[src/logic/lsu_settings.svh]
`ifndef LSU_SETTINGS_SVH
`define LSU_SETTINGS_SVH

// ======================================================================
// bus geometry
// ======================================================================

// byte address width
`define LSU_ADDR_W 32

// one data beat, one register word
`define LSU_DATA_W 32

// misaligned half/word access policy
// 1: fault at once, no bus access
// 0: access goes out on the containing word with a truncated strobe
`define LSU_MISALIGN_FAULT 1'b1

`endif

[src/logic/lsu_pkg.sv]
`default_nettype none

package lsu_pkg;

    // memory operations issued by execute
    typedef enum logic [3:0] {
        OP_LB   = 4'd0,
        OP_LH   = 4'd1,
        OP_LW   = 4'd2,
        OP_LBU  = 4'd4,
        OP_LHU  = 4'd5,
        OP_SB   = 4'd8,
        OP_SH   = 4'd9,
        OP_SW   = 4'd10,
        OP_PASS = 4'd15
    } mem_op_e;

    typedef enum logic [1:0] {
        RESP_OKAY   = 2'b00,
        RESP_EXOKAY = 2'b01,
        RESP_SLVERR = 2'b10,
        RESP_DECERR = 2'b11
    } axi_resp_e;

    typedef enum logic [1:0] {CTRL_IDLE, CTRL_WAIT, CTRL_DONE} ctrl_state_e;
    typedef enum logic [1:0] {RD_IDLE, RD_ADDR, RD_DATA} rd_state_e;
    typedef enum logic [1:0] {WR_IDLE, WR_SEND, WR_RESP} wr_state_e;

endpackage

`default_nettype wire

[src/logic/lsu_axi_read.sv]
`timescale 1ns/1ns
`default_nettype none
`include "lsu_settings.svh"

module lsu_axi_read (
    input  wire                       clk,
    input  wire                       rst,
    input  wire                       rd_start,
    input  wire [`LSU_ADDR_W-1:0]     bus_addr,
    // read address channel
    output logic                      arvalid,
    input  wire                       arready,
    output logic [`LSU_ADDR_W-1:0]    araddr,
    // read data channel
    input  wire                       rvalid,
    output logic                      rready,
    input  wire [`LSU_DATA_W-1:0]     rdata,
    input  wire lsu_pkg::axi_resp_e   rresp,
    // result
    output logic                      rd_done,
    output logic [`LSU_DATA_W-1:0]    rd_data,
    output lsu_pkg::axi_resp_e        rd_resp
);
    lsu_pkg::rd_state_e state;

    // address is held by the control block for the whole beat
    assign araddr  = bus_addr;
    assign arvalid = (state == lsu_pkg::RD_ADDR);
    assign rready  = (state == lsu_pkg::RD_DATA);

    always_ff @(posedge clk or posedge rst) begin
        if (rst) begin
            state   <= lsu_pkg::RD_IDLE;
            rd_done <= 1'b0;
        end else begin
            rd_done <= 1'b0;
            case (state)
                lsu_pkg::RD_IDLE: if (rd_start) state <= lsu_pkg::RD_ADDR;
                lsu_pkg::RD_ADDR: if (arready) state <= lsu_pkg::RD_DATA;
                lsu_pkg::RD_DATA: begin
                    if (rvalid) begin
                        state   <= lsu_pkg::RD_IDLE;
                        rd_done <= 1'b1;
                    end
                end
                default: state <= lsu_pkg::RD_IDLE;
            endcase
        end
    end

    // capture the beat at the data handshake
    always_ff @(posedge clk) begin
        if (rvalid && rready) begin
            rd_data <= rdata;
            rd_resp <= rresp;
        end
    end

endmodule

`default_nettype wire

[src/logic/lsu_axi_write.sv]
`timescale 1ns/1ns
`default_nettype none
`include "lsu_settings.svh"

module lsu_axi_write (
    input  wire                       clk,
    input  wire                       rst,
    input  wire                       wr_start,
    input  wire [`LSU_ADDR_W-1:0]     bus_addr,
    input  wire [`LSU_DATA_W-1:0]     bus_wdata,
    input  wire [`LSU_DATA_W/8-1:0]   bus_wstrb,
    // write address channel
    output logic                      awvalid,
    input  wire                       awready,
    output logic [`LSU_ADDR_W-1:0]    awaddr,
    // write data channel
    output logic                      wvalid,
    input  wire                       wready,
    output logic [`LSU_DATA_W-1:0]    wdata,
    output logic [`LSU_DATA_W/8-1:0]  wstrb,
    // write response channel
    input  wire                       bvalid,
    output logic                      bready,
    input  wire lsu_pkg::axi_resp_e   bresp,
    // result
    output logic                      wr_done,
    output lsu_pkg::axi_resp_e        wr_resp
);
    lsu_pkg::wr_state_e state;

    // per-channel completion, the slave may take aw and w in any order
    logic aw_sent;
    logic w_sent;
    logic aw_fin;
    logic w_fin;

    assign awaddr  = bus_addr;
    assign wdata   = bus_wdata;
    assign wstrb   = bus_wstrb;

    assign awvalid = (state == lsu_pkg::WR_SEND) && !aw_sent;
    assign wvalid  = (state == lsu_pkg::WR_SEND) && !w_sent;
    assign bready  = (state == lsu_pkg::WR_RESP);

    assign aw_fin  = aw_sent || (awvalid && awready);
    assign w_fin   = w_sent || (wvalid && wready);

    always_ff @(posedge clk or posedge rst) begin
        if (rst) begin
            state   <= lsu_pkg::WR_IDLE;
            aw_sent <= 1'b0;
            w_sent  <= 1'b0;
            wr_done <= 1'b0;
        end else begin
            wr_done <= 1'b0;
            case (state)
                lsu_pkg::WR_IDLE: begin
                    if (wr_start) begin
                        state <= lsu_pkg::WR_SEND;
                    end
                end
                lsu_pkg::WR_SEND: begin
                    aw_sent <= aw_fin;
                    w_sent  <= w_fin;
                    if (aw_fin && w_fin) begin
                        state   <= lsu_pkg::WR_RESP;
                        aw_sent <= 1'b0;
                        w_sent  <= 1'b0;
                    end
                end
                lsu_pkg::WR_RESP: begin
                    if (bvalid) begin
                        state   <= lsu_pkg::WR_IDLE;
                        wr_done <= 1'b1;
                    end
                end
                default: state <= lsu_pkg::WR_IDLE;
            endcase
        end
    end

    always_ff @(posedge clk) begin
        if (bvalid && bready) begin
            wr_resp <= bresp;
        end
    end

endmodule

`default_nettype wire

[src/logic/lsu_ctrl.sv]
`timescale 1ns/1ns
`default_nettype none
`include "lsu_settings.svh"

module lsu_ctrl (
    input  wire                       clk,
    input  wire                       rst,
    // execute side
    input  wire                       in_valid,
    output logic                      in_ready,
    input  wire lsu_pkg::mem_op_e     in_op,
    input  wire [`LSU_ADDR_W-1:0]     in_addr,
    input  wire [`LSU_DATA_W-1:0]     in_wdata,
    // writeback side
    output logic                      out_valid,
    input  wire                       out_ready,
    output logic [`LSU_DATA_W-1:0]    out_data,
    output logic                      out_fault,
    // engine side
    output logic                      rd_start,
    output logic                      wr_start,
    output logic [`LSU_ADDR_W-1:0]    bus_addr,
    output logic [`LSU_DATA_W-1:0]    bus_wdata,
    output logic [`LSU_DATA_W/8-1:0]  bus_wstrb,
    input  wire                       rd_done,
    input  wire [`LSU_DATA_W-1:0]     rd_data,
    input  wire lsu_pkg::axi_resp_e   rd_resp,
    input  wire                       wr_done,
    input  wire lsu_pkg::axi_resp_e   wr_resp
);
    localparam int STRB_W = `LSU_DATA_W / 8;

    lsu_pkg::ctrl_state_e   state;
    lsu_pkg::mem_op_e       req_op;
    logic [1:0]             req_off;

    logic                   accept;
    logic [1:0]             in_off;
    logic [1:0]             size;
    logic                   is_load;
    logic                   is_store;
    logic                   misaligned;
    logic                   bypass;
    logic [STRB_W-1:0]      strb_base;
    logic [`LSU_DATA_W-1:0] rd_shift;
    logic [`LSU_DATA_W-1:0] load_data;

    assign in_ready  = (state == lsu_pkg::CTRL_IDLE);
    assign out_valid = (state == lsu_pkg::CTRL_DONE);
    assign accept    = in_valid && in_ready;
    assign in_off    = in_addr[1:0];

    // ======================================================================
    // request decode
    // ======================================================================

    // size: 0 byte, 1 half, 2 word
    always_comb begin
        is_load  = 1'b0;
        is_store = 1'b0;
        size     = 2'd2;
        case (in_op)
            lsu_pkg::OP_LB, lsu_pkg::OP_LBU: begin
                is_load = 1'b1;
                size    = 2'd0;
            end
            lsu_pkg::OP_LH, lsu_pkg::OP_LHU: begin
                is_load = 1'b1;
                size    = 2'd1;
            end
            lsu_pkg::OP_LW: is_load = 1'b1;
            lsu_pkg::OP_SB: begin
                is_store = 1'b1;
                size     = 2'd0;
            end
            lsu_pkg::OP_SH: begin
                is_store = 1'b1;
                size     = 2'd1;
            end
            lsu_pkg::OP_SW: is_store = 1'b1;
            default: ;
        endcase
    end

    assign misaligned = (is_load || is_store) &&
                        ((size == 2'd1 && in_off[0]) || (size == 2'd2 && in_off != 2'd0));
    // pass-through and faulting requests never reach the bus
    assign bypass = !(is_load || is_store) || (misaligned && `LSU_MISALIGN_FAULT);

    always_comb begin
        case (size)
            2'd0:    strb_base = STRB_W'(1);
            2'd1:    strb_base = STRB_W'(3);
            default: strb_base = '1;
        endcase
    end

    // ======================================================================
    // load data shaping
    // ======================================================================

    assign rd_shift = rd_data >> {req_off, 3'b000};

    always_comb begin
        case (req_op)
            lsu_pkg::OP_LB:  load_data = {{(`LSU_DATA_W-8){rd_shift[7]}}, rd_shift[7:0]};
            lsu_pkg::OP_LBU: load_data = {{(`LSU_DATA_W-8){1'b0}}, rd_shift[7:0]};
            lsu_pkg::OP_LH:  load_data = {{(`LSU_DATA_W-16){rd_shift[15]}}, rd_shift[15:0]};
            lsu_pkg::OP_LHU: load_data = {{(`LSU_DATA_W-16){1'b0}}, rd_shift[15:0]};
            default:         load_data = rd_shift;
        endcase
    end

    // ======================================================================
    // control FSM
    // ======================================================================

    always_ff @(posedge clk or posedge rst) begin
        if (rst) begin
            state     <= lsu_pkg::CTRL_IDLE;
            rd_start  <= 1'b0;
            wr_start  <= 1'b0;
            out_fault <= 1'b0;
        end else begin
            rd_start <= 1'b0;
            wr_start <= 1'b0;
            case (state)
                lsu_pkg::CTRL_IDLE: begin
                    if (accept) begin
                        if (bypass) begin
                            state     <= lsu_pkg::CTRL_DONE;
                            out_fault <= misaligned;
                        end else begin
                            state    <= lsu_pkg::CTRL_WAIT;
                            rd_start <= is_load;
                            wr_start <= is_store;
                        end
                    end
                end
                lsu_pkg::CTRL_WAIT: begin
                    if (rd_done) begin
                        state     <= lsu_pkg::CTRL_DONE;
                        out_fault <= (rd_resp != lsu_pkg::RESP_OKAY);
                    end else if (wr_done) begin
                        state     <= lsu_pkg::CTRL_DONE;
                        out_fault <= (wr_resp != lsu_pkg::RESP_OKAY);
                    end
                end
                lsu_pkg::CTRL_DONE: begin
                    if (out_ready) begin
                        state <= lsu_pkg::CTRL_IDLE;
                    end
                end
                default: state <= lsu_pkg::CTRL_IDLE;
            endcase
        end
    end

    // request payload and result word
    always_ff @(posedge clk) begin
        if (accept) begin
            req_op    <= in_op;
            req_off   <= in_off;
            bus_addr  <= {in_addr[`LSU_ADDR_W-1:2], 2'b00};
            bus_wdata <= in_wdata << {in_off, 3'b000};
            bus_wstrb <= strb_base << in_off;
            out_data  <= (is_load || is_store) ? '0 : `LSU_DATA_W'(in_addr);
        end else if (state == lsu_pkg::CTRL_WAIT) begin
            if (rd_done) begin
                out_data <= load_data;
            end else if (wr_done) begin
                out_data <= '0;
            end
        end
    end

endmodule

`default_nettype wire

[src/logic/lsu_top.sv]
`timescale 1ns/1ns
`default_nettype none
`include "lsu_settings.svh"

module lsu_top (
    input  wire                       clk,
    input  wire                       rst,
    // execute stage
    input  wire                       in_valid,
    output logic                      in_ready,
    input  wire lsu_pkg::mem_op_e     in_op,
    input  wire [`LSU_ADDR_W-1:0]     in_addr,
    input  wire [`LSU_DATA_W-1:0]     in_wdata,
    // writeback stage
    output logic                      out_valid,
    input  wire                       out_ready,
    output logic [`LSU_DATA_W-1:0]    out_data,
    output logic                      out_fault,
    // AXI write
    output logic                      awvalid,
    input  wire                       awready,
    output logic [`LSU_ADDR_W-1:0]    awaddr,
    output logic                      wvalid,
    input  wire                       wready,
    output logic [`LSU_DATA_W-1:0]    wdata,
    output logic [`LSU_DATA_W/8-1:0]  wstrb,
    input  wire                       bvalid,
    output logic                      bready,
    input  wire lsu_pkg::axi_resp_e   bresp,
    // AXI read
    output logic                      arvalid,
    input  wire                       arready,
    output logic [`LSU_ADDR_W-1:0]    araddr,
    input  wire                       rvalid,
    output logic                      rready,
    input  wire [`LSU_DATA_W-1:0]     rdata,
    input  wire lsu_pkg::axi_resp_e   rresp
);
    logic                      rd_start;
    logic                      wr_start;
    logic [`LSU_ADDR_W-1:0]    bus_addr;
    logic [`LSU_DATA_W-1:0]    bus_wdata;
    logic [`LSU_DATA_W/8-1:0]  bus_wstrb;
    logic                      rd_done;
    logic [`LSU_DATA_W-1:0]    rd_data;
    lsu_pkg::axi_resp_e        rd_resp;
    logic                      wr_done;
    lsu_pkg::axi_resp_e        wr_resp;

    lsu_ctrl u_ctrl (
        .clk, .rst,
        .in_valid, .in_ready, .in_op, .in_addr, .in_wdata,
        .out_valid, .out_ready, .out_data, .out_fault,
        .rd_start, .wr_start, .bus_addr, .bus_wdata, .bus_wstrb,
        .rd_done, .rd_data, .rd_resp,
        .wr_done, .wr_resp
    );

    lsu_axi_read u_rd (
        .clk, .rst,
        .rd_start, .bus_addr,
        .arvalid, .arready, .araddr,
        .rvalid, .rready, .rdata, .rresp,
        .rd_done, .rd_data, .rd_resp
    );

    lsu_axi_write u_wr (
        .clk, .rst,
        .wr_start, .bus_addr, .bus_wdata, .bus_wstrb,
        .awvalid, .awready, .awaddr,
        .wvalid, .wready, .wdata, .wstrb,
        .bvalid, .bready, .bresp,
        .wr_done, .wr_resp
    );

endmodule

`default_nettype wire

[config.mk]
export PLATFORM = sky130hd
export DESIGN_NAME = lsu_top
export DESIGN_NICKNAME = d
export VERILOG_FILES = /design/src/logic/lsu_pkg.sv /design/src/logic/lsu_axi_read.sv /design/src/logic/lsu_axi_write.sv /design/src/logic/lsu_ctrl.sv /design/src/logic/lsu_top.sv
export VERILOG_INCLUDE_DIRS = /design/src /design/src/logic
export SDC_FILE = /design/constraint.sdc
export NUM_CORES = 1
export LEC_CHECK = 0
export ABC_AREA = 1
export BUFFER_PORTS_ARGS = -buffer_cell sky130_fd_sc_hd__buf_4
export CAP_MARGIN = 20
export CORE_MARGIN = 2
export CORE_UTILIZATION = 38
export CTS_BUF_LIST = sky130_fd_sc_hd__clkbuf_2
export DETAILED_ROUTE_END_ITERATION = 10
export GPL_ROUTABILITY_DRIVEN = 0
export HOLD_SLACK_MARGIN = 0.15
export MAX_ROUTING_LAYER = met4
export PLACE_DENSITY_LB_ADDON = 0.1
export SYNTH_ARGS = -nofsm -noshare
export SYNTH_HDL_FRONTEND = slang
export SYNTH_HIERARCHICAL = 1
export SYNTH_SLANG_ARGS = --single-unit
[constraint.sdc]
create_clock -name clk -period 3.65 [get_ports clk]
set_input_delay 0.365 -clock clk [delete_from_list [all_inputs] [get_ports clk]]
set_output_delay 0.365 -clock clk [all_outputs]
set_load 0.005 [all_outputs]
==> qor.txt <==
Most Frequent Cell on Critical Path = nand2_1
Placement Rows = 51
Post-route insts no fill = 1,261
Maximum number of pins on one net before global-route repair = 52
Worst slack at placement = 1420 ps
Layout Utilization = 0.528
RR Endpoint = u_ctrl/out_data[19]$_DFFE_PP_
Transition time at the pin with the least slew margin = 985 ps
Total via count in the routed design = 5,777
Sequential element share of the synthesized area = 0.608
Die X-Extent = 144 um
Count of buffering cells on the critical path with inverters included = 1
Most common cell after layout, fill and taps aside = buf_4
Cell type group with the largest total delay on the critical path = flip-flops
CP Data Arrival Time = 2790 ps
Number of optimization iterations in the first detailed-route pass = 6
Synthesized instance count = 716
Inst Count DP = 1,102
Net count of the finished layout = 1,094
Number of stages on the worst setup path = 7
DRT iter0 DRCs = 388
Critical path launch point type = flip-flop
Post-detailed-route via-to-cell ratio = 4.58
Slowest Stage Delay on Critical Path = 920 ps
Number of remaining DRC errors = 0
Worst path slowest cell = edfxtp_1
Area of the placeable core = 19,300 um2
Reg2reg path depth = 7
Routed WL per cell = 15.0 um
Setup slack on the worst flop-to-flop path = 1350 ps
Final setup margin = 1350 ps
Die span in y = 144 um
Clock edge transition at the registers on the reported setup and hold paths = 210 ps
Synthesis-to-layout area growth = 37.0%
Latest clock arrival within the worst-skew pair = 740 ps
Number of buffers inserted by post-CTS setup repair = 0
Synthesized flop and latch total = 153
Period utilisation layout = 0.630
Total clock buffers created by CTS = 17
Number of distinct library cell variants in the gate-level netlist after synthesis = 34
Synth Cell Area = 7450 um2
Final TNS setup = 0 ps
Sum of overflow across all layers after global routing = 0
Kind of path behind the tightest hold check = input port to flip-flop
Aggregate routed wire length = 19,000 um
CP Max Fanout = 33
Critical Path RT = 4140 ps
Number of levels in the clock H-tree = 4
ANT nets after route = 0
Last element of the critical path = u_ctrl/out_data[19]$_DFFE_PP_
Layout cell share with drive strength beyond 1 = 0.323
Launching instance or port of the critical path = u_ctrl/req_off[0]$_DFFE_PP_
CP cell instances = inv_4 -> nand2_1 -> nand3_2 -> nand3_4 -> nand3_4 -> nand2_1 -> nand2_1
Via count of the first global-routing pass = 5,691
HPWL after DPL = 13,200 um
Count of buffers from port buffering = 248
Wire length of the first global-routing pass = 28,200 um
Total power divided by cell area = 480 nW/um2
Commonest non-fill, non-tap cells in the layout = 249 x buf_4, 188 x nand2_1, 140 x edfxtp_1, 124 x dlygate4sd3_1, 52 x nor2_1
Worst flop-to-flop path startpoint = u_ctrl/req_off[0]$_DFFE_PP_
TritonCTS clock tree = yes
Number of antenna violations at the first check in global routing = 1
Total track usage = 0.183
Post-layout min period = 2300 ps
Peak Freq = 435 MHz
Kind of end point of the critical path = flip-flop
Final Max Slew Viols = 0
Final clock skew = 35.0 ps
Number of hold-slack violations in the final timing report = 0
Max cap viols = 0
Io pins = 253
Final setup violation count = 0
Worst slew margin relative to its limit = 0.342
Leak pwr = 0.00450 uW
Peak VDD IR = 0.344 mV
CTS max path bufs = 2
Run status = finished clean
Die Footprint = 20,800 um2
Category of the most critical setup path = flip-flop to flip-flop
Syn_area_per_cell = 10.4 um2
Yosys Warn Count = 6
Initial Utilization = 0.385
RSZ-0062 raised after global routing = no
Root buffer cell = clkbuf_2
Sink Count = 153
==> Yosys cell counts <==
cell | number | share of area
a21oi_1 | 25 | 0.017
a21oi_2 | 1 | 0.0012
a22oi_1 | 8 | 0.0081
a31oi_1 | 5 | 0.0042
buf_1 | 3 | 0.0015
buf_12 | 1 | 0.0027
buf_2 | 10 | 0.0067
buf_4 | 108 | 0.11
buf_6 | 1 | 0.0015
clkbuf_1 | 6 | 0.0030
conb_1 | 1 | 0.00050
dfrtp_1 | 13 | 0.044
edfxtp_1 | 140 | 0.56
inv_1 | 40 | 0.020
inv_2 | 8 | 0.0040
inv_4 | 2 | 0.0017
nand2_1 | 188 | 0.095
nand2_2 | 16 | 0.013
nand2_4 | 1 | 0.0015
nand3_1 | 25 | 0.017
nand3_2 | 4 | 0.0054
nand3_4 | 2 | 0.0047
nand4_1 | 2 | 0.0017
nor2_1 | 52 | 0.026
nor2_2 | 2 | 0.0017
nor2_4 | 3 | 0.0045
nor3_1 | 5 | 0.0034
o211ai_1 | 9 | 0.0091
o21ai_0 | 11 | 0.0074
o21ai_1 | 13 | 0.0087
o21ai_2 | 1 | 0.0012
o31ai_1 | 1 | 0.0010
o32ai_1 | 8 | 0.0094
or2_2 | 1 | 0.00084
==> area by class of cell <==
type | instances | area (um2)
antenna | 2 | 5.00
clock buffer | 22 | 110
multi-input combinational | 385 | 1830
fill | 1763 | 9130
clock inverter | 10 | 82.6
timing repair buffer | 374 | 3130
sequential | 153 | 4530
inverter | 50 | 194
tap | 265 | 332
==> sequential cells by signal (all words and copies together), names as in the netlist, 2 cells and up <==
name and count:
u_ctrl/bus_addr 30, u_ctrl/bus_wdata 32, u_ctrl/bus_wstrb 4, u_ctrl/out_data 32, u_ctrl/req_off 2, u_ctrl/req_op 4, u_ctrl/state 2, u_rd/rd_data 32
u_rd/rd_resp 2, u_rd/state 2, u_wr/state 2, u_wr/wr_resp 2
==> power breakdown <==
| group | internal [uW] | switching [uW] |
|---|---|---|
| clock | 253 | 594 |
| sequential | 2330 | 159 |
| combinational | 747 | 810 |
==> per-layer routing <==
layer	GRT usage	up-vias	share of wire
li1	-	2828	-
met1	0.215	2682	0.41
met2	0.310	228	0.50
met3	0.0387	39	0.065
met4	0.0717	0	0.025
met5	-	-	0
==> cells by family after synthesis <==
group	count (synthesis)	synth area share
simple gates	301	0.175
buf+inv	179	0.150
flops	153	0.608
other cells	1	0.000503
compound gates	82	0.0670
==> worst min-delay path by stage <==
stage | cells past startpoint | from | endpoint
floorplan | 1 | rst | u_rd/rd_done$_DFF_PP0_
global placement | 2 | rst | u_rd/rd_done$_DFF_PP0_
detailed placement | 2 | rst | u_rd/rd_done$_DFF_PP0_
CTS | 2 | bresp[1] | u_wr/wr_resp[1]$_DFFE_PP_
global route | 2 | rdata[4] | u_rd/rd_data[4]$_DFFE_PP_
finish | 2 | rdata[4] | u_rd/rd_data[4]$_DFFE_PP_
==> stage by stage <==
stage / instance area (um2) / hold slack, ps / total power (uW)
3_5_place_dp: 8750 / 272 / 3960
6_report: 10200 / 339 / 4900
5_1_grt: 10200 / 297 / 5190
2_1_floorplan: 7460 / 119 / 3450
4_1_cts: 10200 / 259 / 4930
3_3_place_gp: 8750 / 268 / 3930
==> timing repair <==
item | in CTS | in global routing
resized for setup | 0 | 0
endpoints found under the setup margin | 0 | 0
hold endpoints to repair | 165 | 0
hold buffers | 124 | 0
No activity file was read; power rests on OpenSTA's default activity.
